==> config.mk <==
export PLATFORM = sky130hd
export DESIGN_NAME = cryomodule
export DESIGN_NICKNAME = d
export VERILOG_FILES = /design/src/rtl/cmoc_pkg.sv /design/src/rtl/lb_port_if.sv /design/src/rtl/lb_decode.sv /design/src/rtl/field_ctl.sv /design/src/rtl/cav_sim.sv /design/src/rtl/lb_read_mux.sv /design/src/rtl/cryomodule.sv
export SDC_FILE = /design/constraint.sdc
export NUM_CORES = 1
export LEC_CHECK = 0
export BUFFER_PORTS_ARGS = -buffer_cell sky130_fd_sc_hd__buf_2
export CORE_ASPECT_RATIO = 1.25
export CORE_MARGIN = 5
export CORE_UTILIZATION = 57
export CTS_CLUSTER_DIAMETER = 200
export DETAILED_ROUTE_END_ITERATION = 10
export PLACE_DENSITY = 0.74
export SYNTH_ARGS = -nofsm -noshare
export SYNTH_HDL_FRONTEND = slang
export SYNTH_HIERARCHICAL = 1
export SYNTH_SLANG_ARGS = --single-unit
==> constraint.sdc <==
create_clock -name lb_clk -period 6.2 [get_ports lb_clk]
set_clock_uncertainty 0.15 [all_clocks]
set_input_delay 0.62 -clock lb_clk [delete_from_list [all_inputs] [get_ports lb_clk]]
set_output_delay 0.62 -clock lb_clk [all_outputs]
set_load 0.01 [all_outputs]
==> src/rtl/cmoc_pkg.sv <==
package cmoc_pkg;

	// Local bus geometry
	localparam int LB_AW = 17;
	localparam int LB_DW = 32;

	// Address bit that selects the simulator half (upper 16K words)
	localparam int REGION_BIT = 14;

	localparam int MODE_COUNT = 3;
	localparam int AMP_W = 18;

	// Wide enough for any shift across a full amplitude word
	localparam int SHIFT_W = $clog2(AMP_W + 1);

	// Controller flat register map
	localparam int REG_SP0 = 0;
	localparam int REG_KP0 = 3;
	localparam int REG_EN = 6;
	localparam int REG_DRV0 = 7;

	// Simulator per-mode fields
	localparam int FLD_DECAY = 0;
	localparam int FLD_AMP = 1;

	localparam logic [SHIFT_W-1:0] DECAY_RST = 3;
	localparam logic [SHIFT_W-1:0] KP_RST = 2;

	localparam logic [LB_DW-1:0] LB_UNMAPPED = 32'hdead_beef;

	// Strobe to read-valid, in clocks
	localparam int RD_LATENCY = 3;

	typedef logic signed [AMP_W-1:0] amp_t;

	// Same address word, seen by the controller as a flat register number
	// and by the simulator as mode plus field
	typedef union packed {
		struct packed {
			logic [LB_AW-REGION_BIT-2:0] upper;
			logic region;
			logic [REGION_BIT-9:0] pad;
			logic [7:0] reg_num;
		} ctl;
		struct packed {
			logic [LB_AW-REGION_BIT-2:0] upper;
			logic region;
			logic [REGION_BIT-9:0] pad;
			logic [3:0] mode;
			logic [3:0] field;
		} sim;
	} lb_addr_u;

endpackage

==> src/rtl/lb_port_if.sv <==
// One decoded region port of the local bus
interface lb_port_if
	import cmoc_pkg::*;
();

	lb_addr_u addr;
	logic [LB_DW-1:0] wdata;

	// Single-cycle pulses, only on the selected region
	logic write;
	logic read;

	// Registered by the target one clock after read
	logic [LB_DW-1:0] rdata;

	modport host (
		output addr,
		output wdata,
		output write,
		output read,
		input rdata
	);

	modport target (
		input addr,
		input wdata,
		input write,
		input read,
		output rdata
	);

endinterface

==> src/rtl/lb_decode.sv <==
module lb_decode
	import cmoc_pkg::*;
(
	input logic lb_clk,
	input logic rst_n,
	input logic [LB_AW-1:0] lb_addr,
	input logic [LB_DW-1:0] lb_data,
	input logic lb_strobe,
	input logic lb_write,
	input logic lb_read,
	lb_port_if.host ctl_port,
	lb_port_if.host sim_port,
	output logic tag_valid,
	output logic tag_region
);

	lb_addr_u addr_u;
	logic sel_sim;
	logic wr_req;
	logic rd_req;

	assign addr_u = lb_addr;

	// Region bit sits at the same place in both views
	assign sel_sim = addr_u.ctl.region;

	assign wr_req = lb_strobe & lb_write;
	assign rd_req = lb_strobe & lb_read;

	// Address and data fan out to both regions
	always_ff @(posedge lb_clk) begin
		ctl_port.addr <= addr_u;
		ctl_port.wdata <= lb_data;
		sim_port.addr <= addr_u;
		sim_port.wdata <= lb_data;
	end

	// Only the addressed region sees a pulse
	always_ff @(posedge lb_clk) begin
		if (!rst_n) begin
			ctl_port.write <= 1'b0;
			ctl_port.read <= 1'b0;
			sim_port.write <= 1'b0;
			sim_port.read <= 1'b0;
		end else begin
			ctl_port.write <= wr_req & ~sel_sim;
			ctl_port.read <= rd_req & ~sel_sim;
			sim_port.write <= wr_req & sel_sim;
			sim_port.read <= rd_req & sel_sim;
		end
	end

	// Read tag travels alongside the port read toward the return mux
	always_ff @(posedge lb_clk) begin
		if (!rst_n) begin
			tag_valid <= 1'b0;
			tag_region <= 1'b0;
		end else begin
			tag_valid <= rd_req;
			tag_region <= sel_sim;
		end
	end

endmodule

==> src/rtl/field_ctl.sv <==
module field_ctl
	import cmoc_pkg::*;
(
	input logic lb_clk,
	input logic rst_n,
	lb_port_if.target port,
	input amp_t amp [MODE_COUNT],
	output amp_t drive [MODE_COUNT]
);

	amp_t sp [MODE_COUNT];
	logic [SHIFT_W-1:0] kp [MODE_COUNT];
	logic [MODE_COUNT-1:0] en;

	logic signed [AMP_W:0] err [MODE_COUNT];
	logic signed [AMP_W+1:0] sum [MODE_COUNT];

	logic [7:0] reg_num;
	logic map_ok;
	logic [LB_DW-1:0] rd_word;

	// Clamp to the signed amplitude range
	function automatic amp_t sat_amp(input logic signed [AMP_W+1:0] x);
		if (x[AMP_W+1:AMP_W-1] == '0 || x[AMP_W+1:AMP_W-1] == '1)
			return x[AMP_W-1:0];
		else if (x[AMP_W+1])
			return {1'b1, {(AMP_W-1){1'b0}}};
		else
			return {1'b0, {(AMP_W-1){1'b1}}};
	endfunction

	assign reg_num = port.addr.ctl.reg_num;
	assign map_ok = (port.addr.ctl.pad == '0);

	// Host register writes
	always_ff @(posedge lb_clk) begin
		if (!rst_n) begin
			for (int m = 0; m < MODE_COUNT; m++) begin
				sp[m] <= '0;
				kp[m] <= KP_RST;
			end
			en <= '0;
		end else if (port.write && map_ok) begin
			for (int m = 0; m < MODE_COUNT; m++) begin
				if (reg_num == REG_SP0 + m)
					sp[m] <= port.wdata[AMP_W-1:0];
				if (reg_num == REG_KP0 + m)
					kp[m] <= port.wdata[SHIFT_W-1:0];
			end
			if (reg_num == REG_EN)
				en <= port.wdata[MODE_COUNT-1:0];
		end
	end

	// Proportional correction around the setpoint
	always_comb begin
		for (int m = 0; m < MODE_COUNT; m++) begin
			err[m] = sp[m] - amp[m];
			sum[m] = sp[m] + (err[m] >>> kp[m]);
		end
	end

	// Disabled modes just pass the setpoint through as feed-forward
	always_ff @(posedge lb_clk) begin
		if (!rst_n) begin
			for (int m = 0; m < MODE_COUNT; m++)
				drive[m] <= '0;
		end else begin
			for (int m = 0; m < MODE_COUNT; m++)
				drive[m] <= en[m] ? sat_amp(sum[m]) : sp[m];
		end
	end

	// Readback decode, drives are read only
	always_comb begin
		rd_word = LB_UNMAPPED;
		if (map_ok) begin
			for (int m = 0; m < MODE_COUNT; m++) begin
				if (reg_num == REG_SP0 + m)
					rd_word = LB_DW'(sp[m]);
				if (reg_num == REG_KP0 + m)
					rd_word = LB_DW'(kp[m]);
				if (reg_num == REG_DRV0 + m)
					rd_word = LB_DW'(drive[m]);
			end
			if (reg_num == REG_EN)
				rd_word = LB_DW'(en);
		end
	end

	always_ff @(posedge lb_clk) begin
		if (port.read)
			port.rdata <= rd_word;
	end

endmodule

==> src/rtl/cav_sim.sv <==
module cav_sim
	import cmoc_pkg::*;
(
	input logic lb_clk,
	input logic rst_n,
	lb_port_if.target port,
	input amp_t drive [MODE_COUNT],
	output amp_t amp [MODE_COUNT]
);

	logic [SHIFT_W-1:0] decay [MODE_COUNT];

	logic signed [AMP_W:0] diff [MODE_COUNT];
	logic signed [AMP_W:0] next_sum [MODE_COUNT];

	logic [3:0] mode;
	logic [3:0] field;
	logic map_ok;
	logic [LB_DW-1:0] rd_word;

	assign mode = port.addr.sim.mode;
	assign field = port.addr.sim.field;
	assign map_ok = (port.addr.sim.pad == '0);

	// First-order step toward the drive
	// Result always lies between amp and drive, so no saturation is needed
	always_comb begin
		for (int m = 0; m < MODE_COUNT; m++) begin
			diff[m] = drive[m] - amp[m];
			next_sum[m] = amp[m] + (diff[m] >>> decay[m]);
		end
	end

	always_ff @(posedge lb_clk) begin
		if (!rst_n) begin
			for (int m = 0; m < MODE_COUNT; m++)
				amp[m] <= '0;
		end else begin
			for (int m = 0; m < MODE_COUNT; m++) begin
				amp[m] <= next_sum[m][AMP_W-1:0];
				// Host clear wins over the update
				if (port.write && map_ok && mode == m && field == FLD_AMP)
					amp[m] <= '0;
			end
		end
	end

	// Decay shift per mode
	always_ff @(posedge lb_clk) begin
		if (!rst_n) begin
			for (int m = 0; m < MODE_COUNT; m++)
				decay[m] <= DECAY_RST;
		end else if (port.write && map_ok && field == FLD_DECAY) begin
			for (int m = 0; m < MODE_COUNT; m++) begin
				if (mode == m)
					decay[m] <= port.wdata[SHIFT_W-1:0];
			end
		end
	end

	// Mode indices past MODE_COUNT never match and fall to unmapped
	always_comb begin
		rd_word = LB_UNMAPPED;
		if (map_ok) begin
			for (int m = 0; m < MODE_COUNT; m++) begin
				if (mode == m && field == FLD_DECAY)
					rd_word = LB_DW'(decay[m]);
				if (mode == m && field == FLD_AMP)
					rd_word = LB_DW'(amp[m]);
			end
		end
	end

	always_ff @(posedge lb_clk) begin
		if (port.read)
			port.rdata <= rd_word;
	end

endmodule

==> src/rtl/lb_read_mux.sv <==
module lb_read_mux
	import cmoc_pkg::*;
(
	input logic lb_clk,
	input logic rst_n,
	input logic [LB_DW-1:0] ctl_rdata,
	input logic [LB_DW-1:0] sim_rdata,
	input logic tag_valid,
	input logic tag_region,
	output logic lb_rd_valid,
	output logic [LB_DW-1:0] lb_out
);

	// Tag delayed one clock to meet the targets' registered rdata
	logic tag_valid_q;
	logic tag_region_q;

	always_ff @(posedge lb_clk) begin
		if (!rst_n) begin
			tag_valid_q <= 1'b0;
			lb_rd_valid <= 1'b0;
		end else begin
			tag_valid_q <= tag_valid;
			lb_rd_valid <= tag_valid_q;
		end
	end

	always_ff @(posedge lb_clk) begin
		tag_region_q <= tag_region;
	end

	// Return data holds between reads
	always_ff @(posedge lb_clk) begin
		if (tag_valid_q)
			lb_out <= tag_region_q ? sim_rdata : ctl_rdata;
	end

endmodule

==> src/rtl/cryomodule.sv <==
module cryomodule
	import cmoc_pkg::*;
(
	input logic lb_clk,
	input logic rst_n,
	input logic [LB_AW-1:0] lb_addr,
	input logic [LB_DW-1:0] lb_data,
	input logic lb_strobe,
	input logic lb_write,
	input logic lb_read,
	output logic lb_rd_valid,
	output logic [LB_DW-1:0] lb_out
);

	lb_port_if ctl_port ();
	lb_port_if sim_port ();

	logic tag_valid;
	logic tag_region;

	// Field loop between controller and simulator
	amp_t drive [MODE_COUNT];
	amp_t amp [MODE_COUNT];

	lb_decode u_decode (
		.lb_clk(lb_clk),
		.rst_n(rst_n),
		.lb_addr(lb_addr),
		.lb_data(lb_data),
		.lb_strobe(lb_strobe),
		.lb_write(lb_write),
		.lb_read(lb_read),
		.ctl_port(ctl_port),
		.sim_port(sim_port),
		.tag_valid(tag_valid),
		.tag_region(tag_region)
	);

	// Lower half of the address space
	field_ctl u_ctl (
		.lb_clk(lb_clk),
		.rst_n(rst_n),
		.port(ctl_port),
		.amp(amp),
		.drive(drive)
	);

	// Upper half
	cav_sim u_sim (
		.lb_clk(lb_clk),
		.rst_n(rst_n),
		.port(sim_port),
		.drive(drive),
		.amp(amp)
	);

	lb_read_mux u_rmux (
		.lb_clk(lb_clk),
		.rst_n(rst_n),
		.ctl_rdata(ctl_port.rdata),
		.sim_rdata(sim_port.rdata),
		.tag_valid(tag_valid),
		.tag_region(tag_region),
		.lb_rd_valid(lb_rd_valid),
		.lb_out(lb_out)
	);

endmodule

Word level (Yosys, flattened, before mapping)
Memory sizes are Yosys's and may differ from the RTL's.
Cells that the tools add are included.
{ "totals": {"regBits": 248, "ramBits": 84, "input_bits": 54, "output_inout_bits": 33, "word_cells": 178, "n_memories": 3} }
{ "op_classes": {"add_sub_neg": 12, "eq_ne": 15, "shifts": 6, "n_mux": 72, "bitwise": 18, "n_reduce_logical": 30} }
{ "memory_table": {"columns": ["memory", "depth", "word_bits", "rd", "rd_clocked_by_memory_dff", "write_ports", "line", "source"], "rows": [
  ["u_ctl.sp", 3, 18, 3, 0, 3, "field_ctl.sv:11", "amp_t sp [MODE_COUNT];"],
  ["u_ctl.kp", 3, 5, 3, 0, 3, "field_ctl.sv:12", "logic [SHIFT_W-1:0] kp [MODE_COUNT];"],
  ["u_sim.decay", 3, 5, 3, 0, 3, "cav_sim.sv:11", "logic [SHIFT_W-1:0] decay [MODE_COUNT];"]
]} }
{ "op_table": {"columns": ["operator", "count"], "rows": [
  ["32-bit 2-to-1 mux", 17],
  ["18-bit 2-to-1 mux", 12],
  ["18-bit by 18-bit subtractor with 19-bit output", 6],
  ["18-bit by 20-bit adder with 20-bit output", 3],
  ["19-bit by 5-bit >>> shifter with 20-bit output", 3],
  ["19-bit by 5-bit >>> shifter with 18-bit output", 3],
  ["18-bit adder", 3],
  ["1-bit 2-to-1 mux", 37],
  ["8-bit by 3-bit equality test with 1-bit output (second input constant)", 4],
  ["5-bit 2-to-1 mux", 6],
  ["8-bit by 2-bit equality test with 1-bit output (second input constant)", 2],
  ["8-bit by 4-bit equality test with 1-bit output (second input constant)", 2],
  ["1-bit logical AND", 15],
  ["3-bit equality test (second input constant)", 3],
  ["3-bit zero test", 3],
  ["1-bit OR", 9],
  ["4-bit by 1-bit equality test with 1-bit output (second input constant)", 2],
  ["8-bit by 1-bit equality test with 1-bit output (second input constant)", 1],
  ["4-bit zero test", 2],
  ["8-bit zero test", 1],
  ["2-bit OR reduction", 4],
  ["1-bit AND", 6],
  ["6-bit zero test", 1],
  ["4-bit by 2-bit equality test with 1-bit output (second input constant)", 1],
  ["3 further kinds", 7]
]} }

Depth between registers and ports, before layout
Gate-level depths: netlist of run 1.
{ "depth": {"word_depth": 11, "depth_mapped": 26} }

Hierarchy
Netlist of run 1, hierarchy kept.
{ "modules_own_cells": {"columns": ["module", "n_inst", "cells_each", "area_per_inst_um2", "seq_area_each_um2"], "rows": [
  ["field_ctl", 1, 1907, 15009.4, 3783.6],
  ["cav_sim", 1, 1493, 11940.2, 2102.0],
  ["lb_read_mux", 1, 73, 1577.8, 1021.0],
  ["lb_decode", 1, 110, 1521.5, 1101.1]
]} }

Worst setup path before layout of run 1
OpenSTA, ideal clock, no wires.
{ "synth_timing": {"kind": "register to register", "from": "mem u_ctl/sp[0][18] (netlist bit)", "to": "reg u_ctl/drive[31] (netlist bit)", "arrival_time_ns": 5.413, "required_time_ns": 5.917, "setup_slack_ns": 0.504, "path_stages_with_launch": 25, "path_buffers": 1, "path_cell_list": "edfxtp_1 inv_1 ha_1 inv_1 fa_1 a211oi_2 nor4_1 or4_1 a21oi_1 xnor2_1 mux2i_1 mux2i_1 a21oi_1 nor4_1 ha_1 fa_1 a211oi_2 o21ai_1 a31oi_2 o21ai_1 a311oi_1 a21oi_1 o22ai_1 buf_2 o22ai_1"} }
{ "synth_rtl": {"columns": ["item", "line", "source"], "rows": [
  ["start, declared", "field_ctl.sv:11", null],
  ["end signal, assigned by index", "field_ctl.sv:70", "drive[m] <= en[m] ? sat_amp(sum[m]) : sp[m];"],
  ["end, declared", "field_ctl.sv:8", "output amp_t drive [MODE_COUNT]"]
]} }

==> results.md, run 1 <==
Placed design
• 83200 um — Post-DP HPWL
• 4261 — Placed Cells
• 1.08 — routability-driven placement congestion ratio
• 70 — number of I/O port buffers

Clock network
• 0.57 ns — clock latency reported for the late side of the worst-skew pair
• sky130_fd_sc_hd__clkbuf_16 — Clock Root Buffer
• 2 — deepest level of the CTS H-tree
• done — clock tree from TritonCTS
• 36 — number of buffers created by CTS
• 3 — worst-case clock buffer depth
• 306 — Sinks on Clock Net
• 0.06 ns — clock transition at the register clock pins on the worst setup and hold paths after CTS

Finish
• 3960 — number of nets in the layout
• sky130_fd_sc_hd__nor2_1 (357), sky130_fd_sc_hd__a21oi_1 (265), sky130_fd_sc_hd__nand2_1 (261) — most used cells in the layout excluding fill and tap cells
• sky130_fd_sc_hd__nor2_1 — most common library cell in the layout ignoring fill and taps
• 12.5% — signed area change from the synthesized netlist to the final layout
• 4373 — post-route non-filler standard cell count
• 0.645 — final standard cell utilization of the core
• 0.166 — proportion of layout cells with a drive suffix above 1

Worst setup path
• compound AO/OA/AOI/OAI gates — CP top delay family
• flop — startpoint class of the critical path
• 0.51 ns — Worst path max stage delay
• inv_2 -> ha_1 -> inv_1 -> fa_2 -> a211oi_4 -> nor4_4 -> or4_4 -> a21oi_4 -> xnor2_2 -> mux2i_1 -> mux2_4 -> mux2i_4 -> a221o_1 -> ha_4 -> a211o_4 -> a2111oi_4 -> o21bai_2 -> a21oi_2 -> o2111ai_1 -> and2_4 -> a31o_4 -> a221oi_4 -> clkbuf_16 -> o22ai_1 — ordered cell list for the critical path
• 3 — buffers plus inverters on the worst setup path
• 6.49 ns — CP required
• 6.36 ns — arrival time at the worst endpoint
• flop to flop — worst setup path class
• sky130_fd_sc_hd__or4_4 — master of the slowest instance on the critical path
• flop — Setup crit end kind
• 8 — maximum fanout along the worst path

STA
• 0 — count of endpoints failing setup in the final report
• 0.0182 ns — Fin Hold WS
• 1.24 ns — Tightest Pin Transition
• 0 ns — setup tns final
• 0 — final hold vios
• 0.979 — part of the cycle the worst path needs
• 0.175 — Rel. slew slack
• 6.07 ns — post-route minimum period
• 0 — number of pins exceeding their max-slew limit in the final report
• 0.165 GHz — Max Freq

Floorplanning
• 56400 um2 — die area
• 0.573 — Starting Density
• 264 um — height of the die
• 93 — Rows
• 51400 um2 — core area
• 87 — IO Pins
• 213 um — horizontal extent of the die

Global routing
• 52 — maximum number of pins on one net before global-route repair
• 0 — total global routing overflow
• 0.357 — overall global routing resource usage
• 158000 um — wire length of the first global-routing pass
• 27400 — vias in the first global route
• 1 — initial antenna violation count

Detailed routing
• 0 — remaining antenna violation count after routing
• 24.2 um — post-detailed-route wirelength per cell
• 0 — Residual DRC
• 106000 um — total wirelength of the detailed-routed design
• 3044 — number of violations reported at the end of detailed-routing iteration 0
• 29100 — vias after detailed routing
• 9 — DRT Pass-1 Iters
• 6.65 — Via-to-Cell Ratio

Pwr
• 0.482 — switching power share of the total
• 534 nW/um2 — areal power density over the cells
• 8.54 mW — net switching component of the power
• 13.6 nW — reported leakage power
• 0.131 — clock network fraction of design power
• 9.17 mW — cell internal power dissipation
• 0.159 — share of total power in sequential cells
• 0.710 — combinational group share of total power
• 17.7 mW — Overall Power
• 326 uV — worst vdd rail ir drop

Min path
• input pin to flop — worst min path class

Flow run
• 0 — max-cap viol count

Synth
• 3536 — synthesized instance count
• 6 — count of synthesis-stage warnings from yosys
• 3818 — syn_nets
• 8.34 um2 — Avg Synthesized Cell Area
• 29500 um2 — post-synthesis instance area

Status
• finished clean — result of the run

## power by group through the flow
stage                     combinational (mW)  sequential, mW  clock (mW)
after floorplan                         8.88            2.60           0
after global placement                  11.5            2.84           0
after detailed placement                11.8            2.84           0
after CTS                               11.9            2.80        2.34
after global routing                    13.7            2.82        2.43
final                                   12.6            2.82        2.32
## routing by layer
metal / vias up / global-route usage / share of wire
li1: 13400 / - / -
met1: 13800 / 0.439 / 0.38
met4: 0 / 0.231 / 0.084
met5: - / 0 / 0
met2: 1476 / 0.567 / 0.45
met3: 399 / 0.0706 / 0.089
## layout make-up
cell class                      instances  area (um2)
Inverter                              193         724
Clock buffer                           44        1010
Multi-Input combinational cell       2822       20300
Tap cell                              665         832
Timing Repair Buffer                  319        2360
Clock inverter                         21         253
Sequential cell                       306        7670
Fill cell                            4412       18300
Antenna cell                            3        7.51
## state kept, by name, summed over array words and instances, names as in the netlist
register,count
u_ctl/kp,15
u_sim/port.rdata,19
u_ctl/port.rdata,19
u_sim/decay,15
u_decode/sim_port.addr,14
u_rmux/lb_rd_valid,1
u_rmux/tag_valid_q,1
u_decode/sim_port.wdata,18
u_decode/ctl_port.read,1
u_decode/tag_region,1
u_sim/amp,54
u_rmux/tag_region_q,1
u_rmux/lb_out,32
u_decode/ctl_port.write,1
u_ctl/sp,54
u_decode/sim_port.read,1
u_decode/sim_port.write,1
u_decode/tag_valid,1
u_ctl/en,3
u_ctl/drive,54
## repair_timing
item,in CTS,in global routing
resized for setup,0,87
hold endpoints to repair,26,0
setup endpoints to repair,0,62
setup buffers,0,17
hold buffers,26,0
## through the flow
| step | area, um2 | setup slack [ns] |
|---|---|---|
| floorplan | 29500 | 0.504 |
| global placement | 31100 | 0.135 |
| detailed placement | 31100 | 0.0107 |
| CTS | 32600 | 0.000314 |
| global route | 33200 | -0.0641 |
| finish | 33200 | 0.133 |
## worst paths after layout
check,endpoint,cells after the start,slack (ns),startpoint
max,u_ctl/drive[24],24,0.13,u_ctl/sp[0][18]
min,u_decode/sim_port.wdata[16],1,0.02,lb_data[16]
max reg2reg,u_ctl/drive[24],24,0.13,u_ctl/sp[0][18]
min reg2reg,u_rmux/tag_region_q,0,0.18,u_decode/tag_region
Power figures use the tool's default switching activity.
==> run 2: changes to the inputs <==
--- a/config.mk
+++ b/config.mk
@@ -12,6 +12,7 @@
 export CTS_CLUSTER_DIAMETER = 200
 export DETAILED_ROUTE_END_ITERATION = 10
 export PLACE_DENSITY = 0.74
+export RECOVER_POWER = 50
 export SYNTH_ARGS = -nofsm -noshare
 export SYNTH_HDL_FRONTEND = slang
 export SYNTH_HIERARCHICAL = 1
==> constraint.sdc (replaced) <==
create_clock -name lb_clk -period 6.2 [get_ports lb_clk]
set_clock_uncertainty 0.15 [all_clocks]
set_input_delay 0.31 -clock lb_clk [delete_from_list [all_inputs] [get_ports lb_clk]]
set_output_delay 0.31 -clock lb_clk [all_outputs]
set_load 0.01 [all_outputs]
==> run 2 against run 1 <==
Compared with the run above: the flow now finishes with violations (max-capacitance violations, max-slew violations); routed wire length up 1.7%; first-iteration DRC count up 3.7%; via count down 0.16%; fmax down 1.4%; core utilization up 0.27 points; count of clock-buffer cells in the layout down 2; sequential power about the same; sequential cell count unchanged; final cell count up 0.27%; hold slack better by 0.16 ns; critical path type unchanged; critical endpoint is now u_ctl/drive[26]; largest cell class unchanged; highest routed layer unchanged.
==> results.md, run 2 (synthesis results as in run 1) <==
Worst setup path
• 25 — Worst Reg-to-Reg Cells, was 24
• u_ctl/sp[0][18] — worst reg2reg startpoint, unchanged
• 8 — maximum fanout along the worst path, unchanged
• 6.49 ns — CP required, about the same
• flop to flop — worst setup path class, unchanged
• flop — Setup crit end kind, unchanged
• flop — startpoint class of the critical path, unchanged
• 0.05 ns — r2r setup slk, was 0.13 ns
• 6.45 ns — arrival time at the worst endpoint, was 6.36 ns
• u_ctl/drive[26] — Crit Reg-Reg Endpoint, was u_ctl/drive[24]

Finish
• sky130_fd_sc_hd__nor2_1 — most common library cell in the layout ignoring fill and taps, unchanged
• 3971 — number of nets in the layout, was 3960
• sky130_fd_sc_hd__nor2_1 (357), sky130_fd_sc_hd__a21oi_1 (266), sky130_fd_sc_hd__nand2_1 (261) — most used cells in the layout excluding fill and tap cells, was sky130_fd_sc_hd__nor2_1 (357), sky130_fd_sc_hd__a21oi_1 (265), sky130_fd_sc_hd__nand2_1 (261)
• 7670 um2 — register cell area after layout, about the same
• 12.9% — signed area change from the synthesized netlist to the final layout, was 12.5%
• 0.647 — final standard cell utilization of the core, was 0.645
• 20300 um2 — multi-input combinational cell area, about the same
• 33300 um2 — post-route cell area, was 33200 um2
• 4453 — FILL cells, was 4412
• u_ctl/drive (54), u_ctl/sp (54), u_sim/amp (54) — largest registers, unchanged
• 0.149 — proportion of layout cells with a drive suffix above 1, was 0.166

STA
• true — unrepaired setup endpoints after global routing
• 1.71 ns — Tightest Pin Transition, was 1.24 ns
• 0 — final hold vios, unchanged
• 0.992 — part of the cycle the worst path needs, was 0.979
• 0 — count of endpoints failing setup in the final report, unchanged
• 6.15 ns — post-route minimum period, was 6.07 ns
• 34 — number of pins exceeding their max-slew limit in the final report, was 0
• -0.138 — Rel. slew slack, was 0.175
• 0.163 GHz — Max Freq, was 0.165 GHz

Pwr
• 537 nW/um2 — areal power density over the cells, was 534 nW/um2
• 13.5 nW — reported leakage power, was 13.6 nW
• 336 uV — worst vdd rail ir drop, was 326 uV

Clock network
• 37 — number of buffers created by CTS, was 36
• 306 — Sinks on Clock Net, unchanged
• 2 — deepest level of the CTS H-tree, unchanged
• sky130_fd_sc_hd__clkbuf_16 — Clock Root Buffer, unchanged
• 0.06 ns — clock transition at the register clock pins on the worst setup and hold paths after CTS, about the same
• 3 — worst-case clock buffer depth, unchanged
• 0.57 ns — clock latency reported for the late side of the worst-skew pair, about the same
• done — clock tree from TritonCTS, unchanged

Floorplanning
• 93 — Rows, unchanged
• 264 um — height of the die, unchanged
• 87 — IO Pins, unchanged
• 213 um — horizontal extent of the die, unchanged
• 0.573 — Starting Density, unchanged
• 56400 um2 — die area, unchanged
• 51400 um2 — core area, unchanged

Detailed routing
• 6.62 — Via-to-Cell Ratio, was 6.65
• 0 — Residual DRC, unchanged
• 3158 — number of violations reported at the end of detailed-routing iteration 0, was 3044
• 6 — DRT Pass-1 Iters, was 9
• 29000 — vias after detailed routing, was 29100
• 24.5 um — post-detailed-route wirelength per cell, was 24.2 um
• 108000 um — total wirelength of the detailed-routed design, was 106000 um
• 0 — remaining antenna violation count after routing, unchanged

Min path
• 2 — depth of the worst hold-timing path, was 1
• u_rmux/tag_valid_q — Endpoint, Worst Hold, was u_decode/sim_port.wdata[16]
• rst_n — Hold Path Origin, was lb_data[16]
• input pin to flop — worst min path class, unchanged

Global routing
• 0 — total global routing overflow, unchanged
• 159000 um — wire length of the first global-routing pass, was 158000 um
• 53 — maximum number of pins on one net before global-route repair, was 52
• 0.361 — overall global routing resource usage, was 0.357
• 0 — initial antenna violation count, was 1
• 27200 — vias in the first global route, was 27400

Placed design
• 84600 um — Post-DP HPWL, was 83200 um
• 70 — number of I/O port buffers, unchanged
• 31100 um2 — Post-Place Cell Area, about the same
• 1.05 — routability-driven placement congestion ratio, was 1.08

Flow run
• 2 — max-cap viol count, was 0

Status
• max-capacitance violations, max-slew violations — failing checks
• finished, violations left — result of the run, was finished clean

## run 2: cell count changes in the layout (fill, tap and decap cells not counted), sizes merged
cell         delta
dlygate4sd3    +12
bufinv          +3
clkbuf         +44
clkinvlp        +3
buf            -48
clkinv          -3
inv             +1
## run 2: cell type report
class	instances	area share
multi-input combinational	2822	0.610
sequential	306	0.230
clock inverter	25	0.0107
antenna	3	0.000225
tap	665	0.0250
inverter	193	0.0218
timing repair buffer	329	0.0726
clock buffer	42	0.0290
## run 2: per-layer routing
| metal | track usage | wire length [um] |
|---|---|---|
| met5 | 0 | 0 |
| met4 | 0.221 | 8620 |
| met3 | 0.0691 | 9460 |
| met2 | 0.583 | 49100 |
| met1 | 0.442 | 40300 |
## run 2: through the flow
step                hold WS (ns)  worst slack (ns)  std cells  setup TNS, ns  total power [mW]
global placement           0.163             0.119       4262              0              14.4
global route               0.183            -0.132       4382          -1.63              19.1
finish                     0.174            0.0473       4385              0              17.9
detailed placement         0.171           -0.0569       4262         -0.572              14.7
CTS                        0.136            0.0174       4370              0              17.2
floorplan                  0.160             0.504       3536              0              11.5
## run 2: worst max-delay path by stage
| stage | from | endpoint | slack, ns |
|---|---|---|---|
| after floorplan | u_ctl/sp[0][18] | u_ctl/drive[31] | 0.50 |
| after global placement | u_ctl/sp[0][18] | u_ctl/drive[31] | 0.12 |
| after detailed placement | u_ctl/sp[0][18] | u_ctl/drive[31] | -0.06 |
| after CTS | u_ctl/sp[0][18] | u_ctl/drive[19] | 0.02 |
| after global routing | u_ctl/sp[0][18] | u_ctl/drive[26] | -0.13 |
| final | u_ctl/sp[0][18] | u_ctl/drive[26] | 0.05 |
## run 2: where the power goes
part	leakage, nW	total, mW	switching (mW)	internal, mW
clock network	0.625	2.40	0.961	1.44
registers	2.73	2.83	0.435	2.39
logic	10.2	12.7	7.21	5.46
total	13.5	17.9	8.61	9.28
## run 2: what timing repair did
action,CTS,global route
hold buffers,38,0
pin swaps,4,37
hold endpoints to repair,38,0
resized for setup,3,103
cloned,0,2
buffers inserted,3,10
setup endpoints to repair,17,63
## run 2: critical path, cell delays in order (launching register included)
cell and delay [ns]:
sky130_fd_sc_hd__edfxtp_1 0.40, sky130_fd_sc_hd__inv_2 0.13, sky130_fd_sc_hd__ha_4 0.14, sky130_fd_sc_hd__inv_2 0.04, sky130_fd_sc_hd__fa_2 0.41, sky130_fd_sc_hd__a211oi_4 0.30, sky130_fd_sc_hd__nor4_4 0.09, sky130_fd_sc_hd__or4_1 0.54
sky130_fd_sc_hd__a21oi_2 0.19, sky130_fd_sc_hd__xnor2_2 0.16, sky130_fd_sc_hd__mux2i_2 0.13, sky130_fd_sc_hd__buf_4 0.16, sky130_fd_sc_hd__mux4_2 0.47, sky130_fd_sc_hd__o221ai_1 0.30, sky130_fd_sc_hd__ha_1 0.32, sky130_fd_sc_hd__o21a_1 0.16
sky130_fd_sc_hd__a2111oi_4 0.33, sky130_fd_sc_hd__o21bai_2 0.12, sky130_fd_sc_hd__a21oi_2 0.24, sky130_fd_sc_hd__o2111ai_2 0.14, sky130_fd_sc_hd__and2_4 0.21, sky130_fd_sc_hd__a31o_4 0.25, sky130_fd_sc_hd__a221oi_4 0.23, sky130_fd_sc_hd__buf_6 0.18
sky130_fd_sc_hd__clkbuf_16 0.17, sky130_fd_sc_hd__o22ai_2 0.09
